<file path="src/hdl/display_pkg.sv">
package display_pkg;

  //////////////////////////////////////////////////
  // matrix geometry
  //////////////////////////////////////////////////

  localparam int N_COLS      = 16;
  // 8-row banks per column
  localparam int N_BANKS     = 4;
  // one byte per bank per column
  localparam int FRAME_BYTES = N_COLS * N_BANKS;

  // counter widths
  localparam int COL_W  = $clog2(N_COLS);
  localparam int BANK_W = $clog2(N_BANKS);
  localparam int BYTE_W = $clog2(FRAME_BYTES);

  //////////////////////////////////////////////////
  // timing
  //////////////////////////////////////////////////

  // column on-time in clocks
  localparam int DWELL_CYCLES  = 16;
  localparam int DWELL_W       = $clog2(DWELL_CYCLES);
  // volume peak window in clocks
  localparam int UPDATE_CYCLES = 2000;
  localparam int WINDOW_W      = $clog2(UPDATE_CYCLES);

  // full scale of the bar graph
  localparam int MAX_LEVEL = 10;

  typedef logic [7:0]         row_t;
  typedef logic [3:0]         level_t;
  typedef logic signed [11:0] sample_t;

  // pins toward the row/column drivers
  typedef struct packed {
    logic               row_oe_n;
    logic [N_BANKS-1:0] latch_row_bank;
    row_t               row_data;
    logic               col_first;
    logic               col_advance;
  } matrix_drive_t;

endpackage

</file>
<file path="src/hdl/bus_pkg.sv">
package bus_pkg;

  //////////////////////////////////////////////////
  // bus widths and address map
  //////////////////////////////////////////////////

  // single-beat byte bus
  localparam int ADDR_W = 16;
  localparam int DATA_W = 8;

  // start of the frame store window
  localparam logic [ADDR_W-1:0] FRAME_BASE = 16'h0400;

  //////////////////////////////////////////////////
  // wishbone classic cycle
  //////////////////////////////////////////////////

  // master to slave
  typedef struct packed {
    logic              cyc;
    logic              stb;
    logic              we;
    logic [ADDR_W-1:0] adr;
    // write data, don't care on reads
    logic [DATA_W-1:0] dat;
  } wb_req_t;

  // slave to master, dat valid with ack
  typedef struct packed {
    logic              ack;
    logic [DATA_W-1:0] dat;
  } wb_rsp_t;

  // current bus owner
  typedef enum logic [1:0] {
    GRANT_NONE,
    GRANT_SCANNER,
    GRANT_WRITER
  } grant_t;

endpackage
</file>
<file path="src/hdl/led_badge_top.sv">
`timescale 1ns/1ns

module led_badge_top (
  input  logic                       clk,
  input  logic                       rst_n_i,
  input  display_pkg::sample_t       sample_i,
  input  logic                       sample_valid_i,
  output display_pkg::matrix_drive_t matrix_o,
  output logic                       frame_complete_o,
  output display_pkg::level_t        level_o
);

  import bus_pkg::*;

  // per-master bus links
  wb_req_t scan_req;
  wb_rsp_t scan_rsp;
  wb_req_t wr_req;
  wb_rsp_t wr_rsp;
  // arbiter to memory
  wb_req_t mem_req;
  wb_rsp_t mem_rsp;

  //////////////////////////////////////////////////
  // bus masters
  //////////////////////////////////////////////////

  matrix_scanner u_scanner (
    .clk              (clk),
    .rst_n_i          (rst_n_i),
    .bus_req_o        (scan_req),
    .bus_rsp_i        (scan_rsp),
    .drive_o          (matrix_o),
    .frame_complete_o (frame_complete_o)
  );

  // redraw triggered by the scanner's frame end
  pattern_writer u_writer (
    .clk              (clk),
    .rst_n_i          (rst_n_i),
    .level_i          (level_o),
    .frame_complete_i (frame_complete_o),
    .bus_req_o        (wr_req),
    .bus_rsp_i        (wr_rsp)
  );

  //////////////////////////////////////////////////
  // shared bus and audio path
  //////////////////////////////////////////////////

  bus_arbiter u_arbiter (
    .clk        (clk),
    .rst_n_i    (rst_n_i),
    .scan_req_i (scan_req),
    .wr_req_i   (wr_req),
    .scan_rsp_o (scan_rsp),
    .wr_rsp_o   (wr_rsp),
    .mem_req_o  (mem_req),
    .mem_rsp_i  (mem_rsp)
  );

  frame_memory u_memory (
    .clk     (clk),
    .rst_n_i (rst_n_i),
    .req_i   (mem_req),
    .rsp_o   (mem_rsp)
  );

  volume_meter u_meter (
    .clk            (clk),
    .rst_n_i        (rst_n_i),
    .sample_i       (sample_i),
    .sample_valid_i (sample_valid_i),
    .level_o        (level_o)
  );

endmodule

</file>
<file path="src/hdl/volume_meter.sv">
`timescale 1ns/1ns

module volume_meter (
  input  logic                 clk,
  input  logic                 rst_n_i,
  input  display_pkg::sample_t sample_i,
  input  logic                 sample_valid_i,
  output display_pkg::level_t  level_o
);

  import display_pkg::*;

  logic [$bits(sample_t)-1:0] magnitude;
  logic [$bits(sample_t)-1:0] peak_q;
  logic [$bits(sample_t)-1:0] peak_next;
  logic [WINDOW_W-1:0]        window_q;
  level_t                     level_q;

  // level from highest set bit of the peak
  function automatic level_t bucket(input logic [$bits(sample_t)-1:0] p);
    level_t lvl;
    if (p[11] || p[10]) lvl = level_t'(MAX_LEVEL);
    else if (p[9])      lvl = 4'd8;
    else if (p[8])      lvl = 4'd6;
    else if (p[7])      lvl = 4'd4;
    else if (p[6])      lvl = 4'd3;
    else if (p[5])      lvl = 4'd2;
    else if (p[4])      lvl = 4'd1;
    else                lvl = 4'd0;
    return lvl;
  endfunction

  // abs value, -2048 maps to 12'h800
  assign magnitude = sample_i[$bits(sample_t)-1] ? $unsigned(-sample_i) : $unsigned(sample_i);
  // running max including this cycle's sample
  assign peak_next = (sample_valid_i && (magnitude > peak_q)) ? magnitude : peak_q;

  always_ff @(posedge clk) begin
    if (!rst_n_i) begin
      peak_q   <= '0;
      window_q <= WINDOW_W'(UPDATE_CYCLES - 1);
      level_q  <= '0;
    end else if (window_q == '0) begin
      // window end, publish and restart
      level_q  <= bucket(peak_next);
      peak_q   <= '0;
      window_q <= WINDOW_W'(UPDATE_CYCLES - 1);
    end else begin
      peak_q   <= peak_next;
      window_q <= window_q - 1'b1;
    end
  end

  assign level_o = level_q;

endmodule

</file>
<file path="src/hdl/matrix_scanner.sv">
`timescale 1ns/1ns

module matrix_scanner (
  input  logic                       clk,
  input  logic                       rst_n_i,
  output bus_pkg::wb_req_t           bus_req_o,
  input  bus_pkg::wb_rsp_t           bus_rsp_i,
  output display_pkg::matrix_drive_t drive_o,
  output logic                       frame_complete_o
);

  import bus_pkg::*;
  import display_pkg::*;

  typedef enum logic [2:0] {
    S_START,
    S_WAIT,
    S_LATCH,
    S_ADVANCE,
    S_DWELL
  } state_t;

  state_t             state_q;
  logic [COL_W-1:0]   col_q;
  logic [BANK_W-1:0]  bank_q;
  logic [DWELL_W-1:0] dwell_q;
  wb_req_t            req_q;
  matrix_drive_t      drive_q;
  logic               done_q;

  logic               last_bank;
  logic               last_col;

  assign last_bank = (bank_q == BANK_W'(N_BANKS - 1));
  assign last_col  = (col_q == COL_W'(N_COLS - 1));

  // byte for column c, bank b
  function automatic logic [ADDR_W-1:0] frame_adr(
    input logic [COL_W-1:0]  col,
    input logic [BANK_W-1:0] bank
  );
    return FRAME_BASE + ADDR_W'(col) * ADDR_W'(N_BANKS) + ADDR_W'(bank);
  endfunction

  //////////////////////////////////////////////////
  // column sequencer
  //////////////////////////////////////////////////

  always_ff @(posedge clk) begin
    if (!rst_n_i) begin
      state_q <= S_START;
      col_q   <= '0;
      bank_q  <= '0;
      dwell_q <= '0;
      req_q   <= '0;
      drive_q <= '{row_oe_n: 1'b1, default: '0};
      done_q  <= 1'b0;
    end else begin
      // frame_complete is a single pulse
      done_q <= 1'b0;
      case (state_q)
        // open the column burst at bank 0
        S_START: begin
          req_q.cyc <= 1'b1;
          req_q.stb <= 1'b1;
          req_q.we  <= 1'b0;
          req_q.adr <= frame_adr(col_q, '0);
          req_q.dat <= '0;
          state_q   <= S_WAIT;
        end
        // cyc stays up until the last bank
        S_WAIT: begin
          if (bus_rsp_i.ack) begin
            req_q.stb                      <= 1'b0;
            req_q.cyc                      <= !last_bank;
            drive_q.latch_row_bank[bank_q] <= 1'b1;
            drive_q.row_data               <= bus_rsp_i.dat;
            state_q                        <= S_LATCH;
          end
        end
        // latch pulse out, stb low this cycle
        S_LATCH: begin
          drive_q.latch_row_bank <= '0;
          if (last_bank) begin
            drive_q.col_advance <= 1'b1;
            drive_q.col_first   <= (col_q == '0);
            state_q             <= S_ADVANCE;
          end else begin
            bank_q    <= bank_q + 1'b1;
            req_q.stb <= 1'b1;
            req_q.adr <= frame_adr(col_q, bank_q + 1'b1);
            state_q   <= S_WAIT;
          end
        end
        // shift column, then light it
        S_ADVANCE: begin
          drive_q.col_advance <= 1'b0;
          drive_q.col_first   <= 1'b0;
          drive_q.row_oe_n    <= 1'b0;
          dwell_q             <= DWELL_W'(DWELL_CYCLES - 1);
          state_q             <= S_DWELL;
        end
        // oe low for DWELL_CYCLES
        S_DWELL: begin
          if (dwell_q == '0) begin
            drive_q.row_oe_n <= 1'b1;
            bank_q           <= '0;
            col_q            <= last_col ? '0 : col_q + 1'b1;
            done_q           <= last_col;
            state_q          <= S_START;
          end else begin
            dwell_q <= dwell_q - 1'b1;
          end
        end
        default: state_q <= S_START;
      endcase
    end
  end

  assign bus_req_o        = req_q;
  assign drive_o          = drive_q;
  assign frame_complete_o = done_q;

endmodule

</file>
<file path="src/hdl/pattern_writer.sv">
`timescale 1ns/1ns

module pattern_writer (
  input  logic                clk,
  input  logic                rst_n_i,
  input  display_pkg::level_t level_i,
  input  logic                frame_complete_i,
  output bus_pkg::wb_req_t    bus_req_o,
  input  bus_pkg::wb_rsp_t    bus_rsp_i
);

  import bus_pkg::*;
  import display_pkg::*;

  typedef enum logic [1:0] {
    S_IDLE,
    S_ISSUE,
    S_WAIT
  } state_t;

  state_t            state_q;
  // first redraw straight out of reset
  logic              boot_q;
  level_t            level_q;
  logic [BYTE_W-1:0] byte_q;
  wb_req_t           req_q;

  logic [COL_W-1:0]  byte_col;
  logic              last_byte;

  // byte address is col * N_BANKS + bank
  assign byte_col  = COL_W'(byte_q / N_BANKS);
  assign last_byte = (byte_q == BYTE_W'(FRAME_BYTES - 1));

  always_ff @(posedge clk) begin
    if (!rst_n_i) begin
      state_q <= S_IDLE;
      boot_q  <= 1'b1;
      byte_q  <= '0;
      req_q   <= '0;
    end else begin
      case (state_q)
        // frame_complete only looked at here
        S_IDLE: begin
          if (boot_q || frame_complete_i) begin
            boot_q  <= 1'b0;
            level_q <= level_i;
            byte_q  <= '0;
            state_q <= S_ISSUE;
          end
        end
        // column below level lit in all banks
        S_ISSUE: begin
          req_q.cyc <= 1'b1;
          req_q.stb <= 1'b1;
          req_q.we  <= 1'b1;
          req_q.adr <= FRAME_BASE + ADDR_W'(byte_q);
          req_q.dat <= {DATA_W{byte_col < level_q}};
          state_q   <= S_WAIT;
        end
        S_WAIT: begin
          if (bus_rsp_i.ack) begin
            req_q.stb <= 1'b0;
            if (last_byte) begin
              // burst done, release bus
              req_q.cyc <= 1'b0;
              req_q.we  <= 1'b0;
              state_q   <= S_IDLE;
            end else begin
              byte_q  <= byte_q + 1'b1;
              state_q <= S_ISSUE;
            end
          end
        end
        default: state_q <= S_IDLE;
      endcase
    end
  end

  assign bus_req_o = req_q;

endmodule

</file>
<file path="src/hdl/frame_memory.sv">
`timescale 1ns/1ns

module frame_memory (
  input  logic             clk,
  input  logic             rst_n_i,
  input  bus_pkg::wb_req_t req_i,
  output bus_pkg::wb_rsp_t rsp_o
);

  import bus_pkg::*;
  import display_pkg::*;

  // frame store, one byte per bank per column
  logic [DATA_W-1:0] mem_q [FRAME_BYTES];

  logic [ADDR_W-1:0] offset;
  logic [BYTE_W-1:0] index;
  logic              hit;
  logic              access;

  logic              ack_q;
  logic [DATA_W-1:0] dat_q;

  // decode relative to frame base
  assign offset = req_i.adr - FRAME_BASE;
  assign index  = offset[BYTE_W-1:0];
  assign hit    = (req_i.adr >= FRAME_BASE) && (offset < ADDR_W'(FRAME_BYTES));

  // stb still high in the ack cycle, so skip it
  // one beat per strobe
  assign access = req_i.cyc && req_i.stb && !ack_q;

  // ack one cycle after the strobe
  always_ff @(posedge clk) begin
    if (!rst_n_i) begin
      ack_q <= 1'b0;
    end else begin
      ack_q <= access;
    end
  end

  // write, and read data registered with ack
  // out of range reads zero, writes dropped
  always_ff @(posedge clk) begin
    if (access && req_i.we && hit) begin
      mem_q[index] <= req_i.dat;
    end
    if (access) begin
      dat_q <= hit ? mem_q[index] : '0;
    end
  end

  assign rsp_o.ack = ack_q;
  assign rsp_o.dat = dat_q;

endmodule

</file>
<file path="src/hdl/bus_arbiter.sv">
`timescale 1ns/1ns

module bus_arbiter (
  input  logic             clk,
  input  logic             rst_n_i,
  input  bus_pkg::wb_req_t scan_req_i,
  input  bus_pkg::wb_req_t wr_req_i,
  output bus_pkg::wb_rsp_t scan_rsp_o,
  output bus_pkg::wb_rsp_t wr_rsp_o,
  output bus_pkg::wb_req_t mem_req_o,
  input  bus_pkg::wb_rsp_t mem_rsp_i
);

  import bus_pkg::*;

  grant_t grant_q;

  //////////////////////////////////////////////////
  // grant register
  //////////////////////////////////////////////////

  // new grant only from idle, scanner first
  // grant held until owner drops cyc
  always_ff @(posedge clk) begin
    if (!rst_n_i) begin
      grant_q <= GRANT_NONE;
    end else begin
      case (grant_q)
        GRANT_NONE: begin
          if (scan_req_i.cyc) begin
            grant_q <= GRANT_SCANNER;
          end else if (wr_req_i.cyc) begin
            grant_q <= GRANT_WRITER;
          end
        end
        GRANT_SCANNER: begin
          if (!scan_req_i.cyc) begin
            grant_q <= GRANT_NONE;
          end
        end
        GRANT_WRITER: begin
          if (!wr_req_i.cyc) begin
            grant_q <= GRANT_NONE;
          end
        end
        default: grant_q <= GRANT_NONE;
      endcase
    end
  end

  //////////////////////////////////////////////////
  // request mux and response steering
  //////////////////////////////////////////////////

  // idle bus drives nothing
  always_comb begin
    mem_req_o  = '0;
    scan_rsp_o = '0;
    wr_rsp_o   = '0;
    case (grant_q)
      GRANT_SCANNER: begin
        mem_req_o  = scan_req_i;
        scan_rsp_o = mem_rsp_i;
      end
      GRANT_WRITER: begin
        mem_req_o = wr_req_i;
        wr_rsp_o  = mem_rsp_i;
      end
      default: ;
    endcase
  end

endmodule

</file>
<file path="config.mk">
export PLATFORM = sky130hd
export DESIGN_NAME = led_badge_top
export DESIGN_NICKNAME = d
export VERILOG_FILES = /design/src/hdl/display_pkg.sv /design/src/hdl/bus_pkg.sv /design/src/hdl/led_badge_top.sv /design/src/hdl/volume_meter.sv /design/src/hdl/matrix_scanner.sv /design/src/hdl/pattern_writer.sv /design/src/hdl/frame_memory.sv /design/src/hdl/bus_arbiter.sv
export SDC_FILE = /design/constraint.sdc
export NUM_CORES = 1
export LEC_CHECK = 0
export ABC_AREA = 1
export ABC_CLOCK_PERIOD_IN_PS = 4950
export BUFFER_PORTS_ARGS = -buffer_cell sky130_fd_sc_hd__buf_4
export CAP_MARGIN = 20
export CORE_UTILIZATION = 55
export DETAILED_ROUTE_END_ITERATION = 8
export PLACE_DENSITY = 0.8
export SYNTH_ARGS = -nofsm -noshare
export SYNTH_HDL_FRONTEND = slang
export SYNTH_SLANG_ARGS = --single-unit
</file>
<file path="constraint.sdc">
create_clock -name clk -period 4.95 [get_ports clk]
set_input_delay 0.495 -clock clk [delete_from_list [all_inputs] [get_ports clk]]
set_output_delay 0.495 -clock clk [all_outputs]
set_load 0.02 [all_outputs]
</file>
# Word-level counts from Yosys, hierarchy flattened
# Memories as Yosys holds them, arrays and structs flattened. A register that Yosys moved wholly into a read port is not among the register bits.
# Cells that the tools add are included.
# totals
regBits,110
mem_bits_rw,512
inputBits,15
out_inout_bits,20
word_cells,171
memories,1
# op_classes
n_addsub,10
magnitude_cmp,6
eq_ne,23
mux,54
n_bitwise,2
reduce_logical,47
# mem_list
name,words,width,read_ports,rd_clocked_by_memory_dff,write_ports,line,rtl
u_memory.mem_q,64,8,1,1,1,frame_memory.sv:14,logic [DATA_W-1:0] mem_q [FRAME_BYTES];
# ops
cell,n
case mux 27 bit (2 select lines),1
2-to-1 mux 12 bit,3
2-to-1 mux 4 bit,8
case mux 16 bit (2 select lines),1
adder 11 x 6 -> 12 bit (first input constant),2
AND reduction 2 bit,12
2-to-1 mux 2 bit,11
2-to-1 mux 6 bit,3
2-to-1 mux 9 bit,2
AND reduction 3 bit,6
adder 16 x 2 -> 16 bit,1
greater-or-equal comparator 16 x 11 -> 1 bit (second input constant),1
< comparator 16 x 7 -> 1 bit (second input constant),1
2-to-1 mux 16 bit,1
case mux 4 bit (2 select lines),2
nonzero test 2 bit,8
subtractor 16 x 11 -> 16 bit (second input constant),1
case mux 3 bit (5 select lines),1
greater-than comparator 12 bit,1
!= test 2 bit (second input constant),6
negation 12 bit,1
case mux 2 bit (3 select lines),2
case mux 6 bit (2 select lines),1
logical NOT 11 bit,1
35 further kinds,65

# Logic depth before layout (Yosys ltp)
# depth
depth_word,12
depth_mapped,24
depth_no_buf,23

# Hierarchy
# Synthesis repeated with hierarchy kept, for this count alone.
# unflattened
cells_unflattened,2924
area_unflattened_um2,27909.3
# by_module_without_submodules
module,instances,cells_each,area_per_inst_um2,seq_area_each_um2
frame_memory,1,2127,22449.0,15635.0
volume_meter,1,274,1814.2,540.5
matrix_scanner,1,230,1757.9,760.7
pattern_writer,1,145,1174.9,500.5
bus_arbiter,1,148,713.2,40.0

# Worst setup path after synthesis
# No wires, ideal clock.
# synth_timing
path_kind,input to register
from,input sample_i[3]
to,register u_meter.level_q[3] (netlist: u_meter.level_o[3])
setup_time_ns,0.125
t_arrival_ns,2.604
required_ns,4.825
slack_ns,2.221
path_stages,19
n_path_buf,1
path_cell_list,or2_2 > nor2_1 > nand3_1 > or2_2 > inv_1 > ha_1 > nand2_1 > inv_1 > nand2_1 > nor2_1 > nand2_1 > nand2_1 > inv_1 > nand2_2 > buf_2 > a21oi_1 > nand2_1 > nor2_1 > a21oi_1
# synth_between
elab_chain_len,10
word_cells_on_any_way,11
cone_classes,1 x add/sub; 1 x order compare; 7 x mux; 2 x reduce/logical
# synth_rtl
element,line,rtl
from (decl),led_badge_top.sv:6,"input display_pkg::sample_t sample_i,"
negation 12 bit,volume_meter.sv:34,assign magnitude = sample_i[$bits(sample_t)-1] ? $unsigned(-sample_i) : $unsigned(sample_i);
2-to-1 mux 12 bit (*),volume_meter.sv:34,
greater-than comparator 12 bit,volume_meter.sv:36,assign peak_next = (sample_valid_i && (magnitude > peak_q)) ? magnitude : peak_q;
logical AND 1 bit,volume_meter.sv:36,
2-to-1 mux 12 bit (*),volume_meter.sv:36,
2-to-1 mux 4 bit,volume_meter.sv:26,else if (p[6]) lvl = 4'd3;
2-to-1 mux 4 bit,volume_meter.sv:25,else if (p[7]) lvl = 4'd4;
2-to-1 mux 4 bit,volume_meter.sv:24,else if (p[8]) lvl = 4'd6;
2-to-1 mux 4 bit,volume_meter.sv:23,else if (p[9]) lvl = 4'd8;
2-to-1 mux 4 bit (*),volume_meter.sv:22,if (p[11] || p[10]) lvl = level_t'(MAX_LEVEL);
to (signal assigned),volume_meter.sv:45,level_q <= bucket(peak_next);
to (decl),volume_meter.sv:17,level_t level_q;
# Every way passes the cells marked *; elsewhere a longest branch is shown, timed or not.
# A chain may end at the register's enable or synchronous reset.

# Final worst setup path
# layout_timing
from,register u_arbiter.grant_q[0]
to,"register u_memory.dat_q[6], read port of u_memory.mem_q, data pin"
# layout_between
elab_chain_len,6
word_cells_on_any_way,10
cone_classes,1 x add/sub; 2 x order compare; 2 x eq/ne; 1 x mux; 4 x reduce/logical
# layout_rtl
element,line,rtl
from (decl),bus_arbiter.sv:16,grant_t grant_q;
from (signal assigned),bus_arbiter.sv:26,grant_q <= GRANT_NONE;
from (signal assigned),bus_arbiter.sv:31,grant_q <= GRANT_SCANNER;
from (signal assigned),bus_arbiter.sv:33,grant_q <= GRANT_WRITER;
equality test 2 bit or equality test 2 x 1 -> 1 bit (tied branches),bus_arbiter.sv:60,case (grant_q)
case mux 27 bit (2 select lines) (*),bus_arbiter.sv:60,
subtractor 16 x 11 -> 16 bit,frame_memory.sv:25,assign offset = req_i.adr - FRAME_BASE;
< comparator 16 x 7 -> 1 bit,frame_memory.sv:27,assign hit = (req_i.adr >= FRAME_BASE) && (offset < ADDR_W'(FRAME_BYTES));
logical AND 1 bit,frame_memory.sv:27,
logical NOT 1 bit (no source line),--,
to (decl),frame_memory.sv:22,logic [DATA_W-1:0] dat_q;
# Marked as above.

==> results.yml <==
status:
  status: "completed"
floorplan:
  die_w_um: 119
  fp-row-count: 42
  die-area_um2: 14100
  initial_utilization: 0.564
  core_area_um2: 13200
  io_pins: 35
  fp.dieH_um: 119
worst_setup_path:
  critPathMaxFanout: 20
  r2r-end: "u_memory.dat_q[6]"
  cp-start-kind: "flop"
  critical_path.max_stage_delay_ns: 0.77
  cp_data_required_time_ns: 5.13
  r2r_cells: 13
  cp_cell_sequence: "inv_1, ha_1, inv_1, a21oi_2, nor2_4, nand2_1, nand2_1, nor2_1, nand2_1, nand3_1, nand2_1, nand2_1, a21oi_2"
  cp_top_family: "compound AO/OA/AOI/OAI gates"
  worstSetupEndpointType: "flop"
  cp-startpoint: "u_arbiter.grant_q[0]"
  path_buf_inv: 2
  cp_common_cell: "nand2_1"
  r2r-start: "u_arbiter.grant_q[0]"
  path_class: "flop to flop"
  cp_slowest_cell: "a21oi_2"
  worstPathArrival_ns: 3.11
  reg2reg_setup_slack_ns: 2.02
cts:
  h-tree-depth: 4
  postCtsSetupBuffers: 0
  numCtsBuffers: 17
  hold_buffers: 0
  cts_tree: "built"
  clk_transition_reported_paths_ns: 0.06
  worstSkewPairLatency_ns: 0.43
  clock-sinks: 149
  cts_root_buf: "clkbuf_16"
  cts_resized: 0
  max-clock-path-buffers: 2
route:
  viasPerCell: 5.19
  postRouteAntennaNets: 0
  dr.first_iter.drc_count: 481
  drt_wl_total_um: 15100
  vias: 6025
  wire_per_inst_um: 13.0
  firstDrtPassIters: 5
  drc: 0
global_route:
  grt_pass1_wl_um: 24800
  grt_max_degree: 65
  antenna_found_initial: 0
  grt_pass1_vias: 5402
  grt_overflow: 0
  grt_usage: 0.225
timing:
  worst_slew_margin_rel: 0.301
  fmax_mhz: 341
  finalHoldViolations: 0
  rsz0062_at_grt: "false"
  fin_tns_setup_ns: 0
  finalSetupViolCount: 0
  period_needed_ns: 2.93
  finClkSkew_ns: 0.00780
  fin_crit_sh: 0.592
  tightest_slew_ns: 1.05
  finalMaxSlewViolations: 0
  setup_slack_ns: 2.02
power_and_ir_drop:
  power.total_mw: 3.24
  power_density_nw_per_um2: 386
  p_leak_nw: 3.59
  peakVddDrop_mv: 0.280
synthesis:
  ys_types: 42
  yosysSeqAreaShare: 0.492
  syn-num-nets: 992
  syn_inst: 944
  synth_seq_cells: 149
  synth.avg_cell_area_um2: 7.92
  ys_warn_count: 0
  netlist_area_um2: 7470
final_layout:
  area_growth_pct: 12.5
  final_common_cell: "nand2_1"
  diodes: 0
  layout.nets: 1021
  drive_above_1_share: 0.0892
  instances_no_fill: 1162
  utilization: 0.635
  final_cell_mix: "207 x nand2_1, 150 x nor2_1, 145 x inv_1"
worst_hold_path:
  hold_path_class: "primary input to flop"
  min_to: "u_meter.peak_q[0]"
  hold_start: "sample_i[0]"
  holdPathStages: 3
flow_run:
  cap_violations: 0
placement:
  place_ws_ns: 1.76
  placedCellCount: 1129
  hpwl_um: 10400
  finalWeightedCongestion: 0.898
  port_buffers: 34
final cells by class:
cell class	instances	area, µm²
fill	1120	4840
sequential	149	3670
multi-input combinational	620	3070
inverter	147	552
clock buffer	22	518
timing repair buffer	38	283
tap	176	220
clock inverter	10	87.6
state kept, by name (all words and copies together) (netlist names):
name	flops
u_arbiter.grant_q	2
u_scanner.col_q	4
u_scanner.state_q	3
u_scanner.frame_complete_o	1
u_meter.level_o	4
u_scanner.bank_q	2
u_memory.dat_q	1
u_writer.state_q	2
u_scanner.drive_o	8
u_writer.boot_q	1
u_writer.bus_req_o	10
u_meter.window_q	11
u_meter.peak_q	12
u_writer.byte_q	6
u_writer.level_q	4
u_memory.ack_q	1
u_scanner.dwell_q	4
u_memory.mem_q	64
u_scanner.bus_req_o	9
worst min-delay path, delay by kind of cell:
family	cells	cell delay [ns]
buffers and inverters	1	0.09
AO/OA/AOI/OAI	2	0.17
routing by layer:
layer  track usage  wire [µm]  share of wire  vias to the layer above
met3        0.0507        658          0.043                       31
met4         0.111        391          0.026                        0
met1         0.274       6780           0.45                     2774
met5             0          0              0                        -
met2         0.373       7300           0.48                      146
li1              -          -              -                     3074
worst max-delay path by stage:
| stage | end | slack (ns) | depth (start not counted) |
|---|---|---|---|
| final | u_memory.dat_q[6] | 2.02 | 13 |
| after global routing | u_memory.dat_q[6] | 1.76 | 13 |
| after CTS | u_memory.dat_q[6] | 2.03 | 13 |
| after detailed placement | u_meter.level_o[0] | 1.76 | 18 |
| after global placement | u_memory.mem_q[39][6] | 1.82 | 8 |
| after floorplan | u_meter.level_o[3] | 2.22 | 19 |
power breakdown:
| part | switching, mW | internal (mW) |
|---|---|---|
| Clock | 0.501 | 0.794 |
| Combinational | 0.355 | 0.172 |
| Sequential | 0.0428 | 1.38 |
| Total | 0.898 | 2.34 |
metrics by stage:
step | cell area (µm²) | hold slack [ns]
after floorplan | 7470 | 0.366
after global placement | 7790 | 0.375
final | 8410 | 0.380
after global routing | 8410 | 0.373
after CTS | 8400 | 0.361
after detailed placement | 7790 | 0.379
cell usage after synthesis (all sizes together):
cell type,n,area [µm²]
nand2,213,815
clkinv,1,3.75
inv,146,548
nand4,5,31.3
o211ai,5,37.5
buf,23,158
nor3b,1,7.51
dfxtp,80,1600
nor4,1,6.26
a211oi,4,30.0
a22o,1,8.76
a2111oi,1,8.76
o221ai,1,8.76
a21o,2,15.0
nand3,48,250
edfxtp,69,2070
or2,2,12.5
xor2,5,43.8
xnor2,4,35.0
or3,1,6.26
a41oi,1,8.76
nor3,16,80.1
o21ai,46,230
o21ba,1,10.0
nor2,155,609
o21bai,1,7.51
ha,33,413
o22ai,4,25.0
nand3b,6,45.0
a2bb2oi,1,8.76
a21oi,62,318
clkbuf,5,18.8
cells by family (layout without fill, tap and decap cells):
| family | Yosys count | count (layout) | synth area share |
|---|---|---|---|
| buffers and inverters | 175 | 217 | 0.0974 |
| XOR/XNOR | 9 | 9 | 0.0105 |
| AO/OA/AOI/OAI | 130 | 130 | 0.0959 |
| adder cells (fa/ha/maj) | 33 | 33 | 0.0552 |
| flip-flops | 149 | 149 | 0.492 |
| AND/OR/NAND/NOR | 448 | 448 | 0.249 |
No activity file was read; power rests on OpenSTA's default activity.
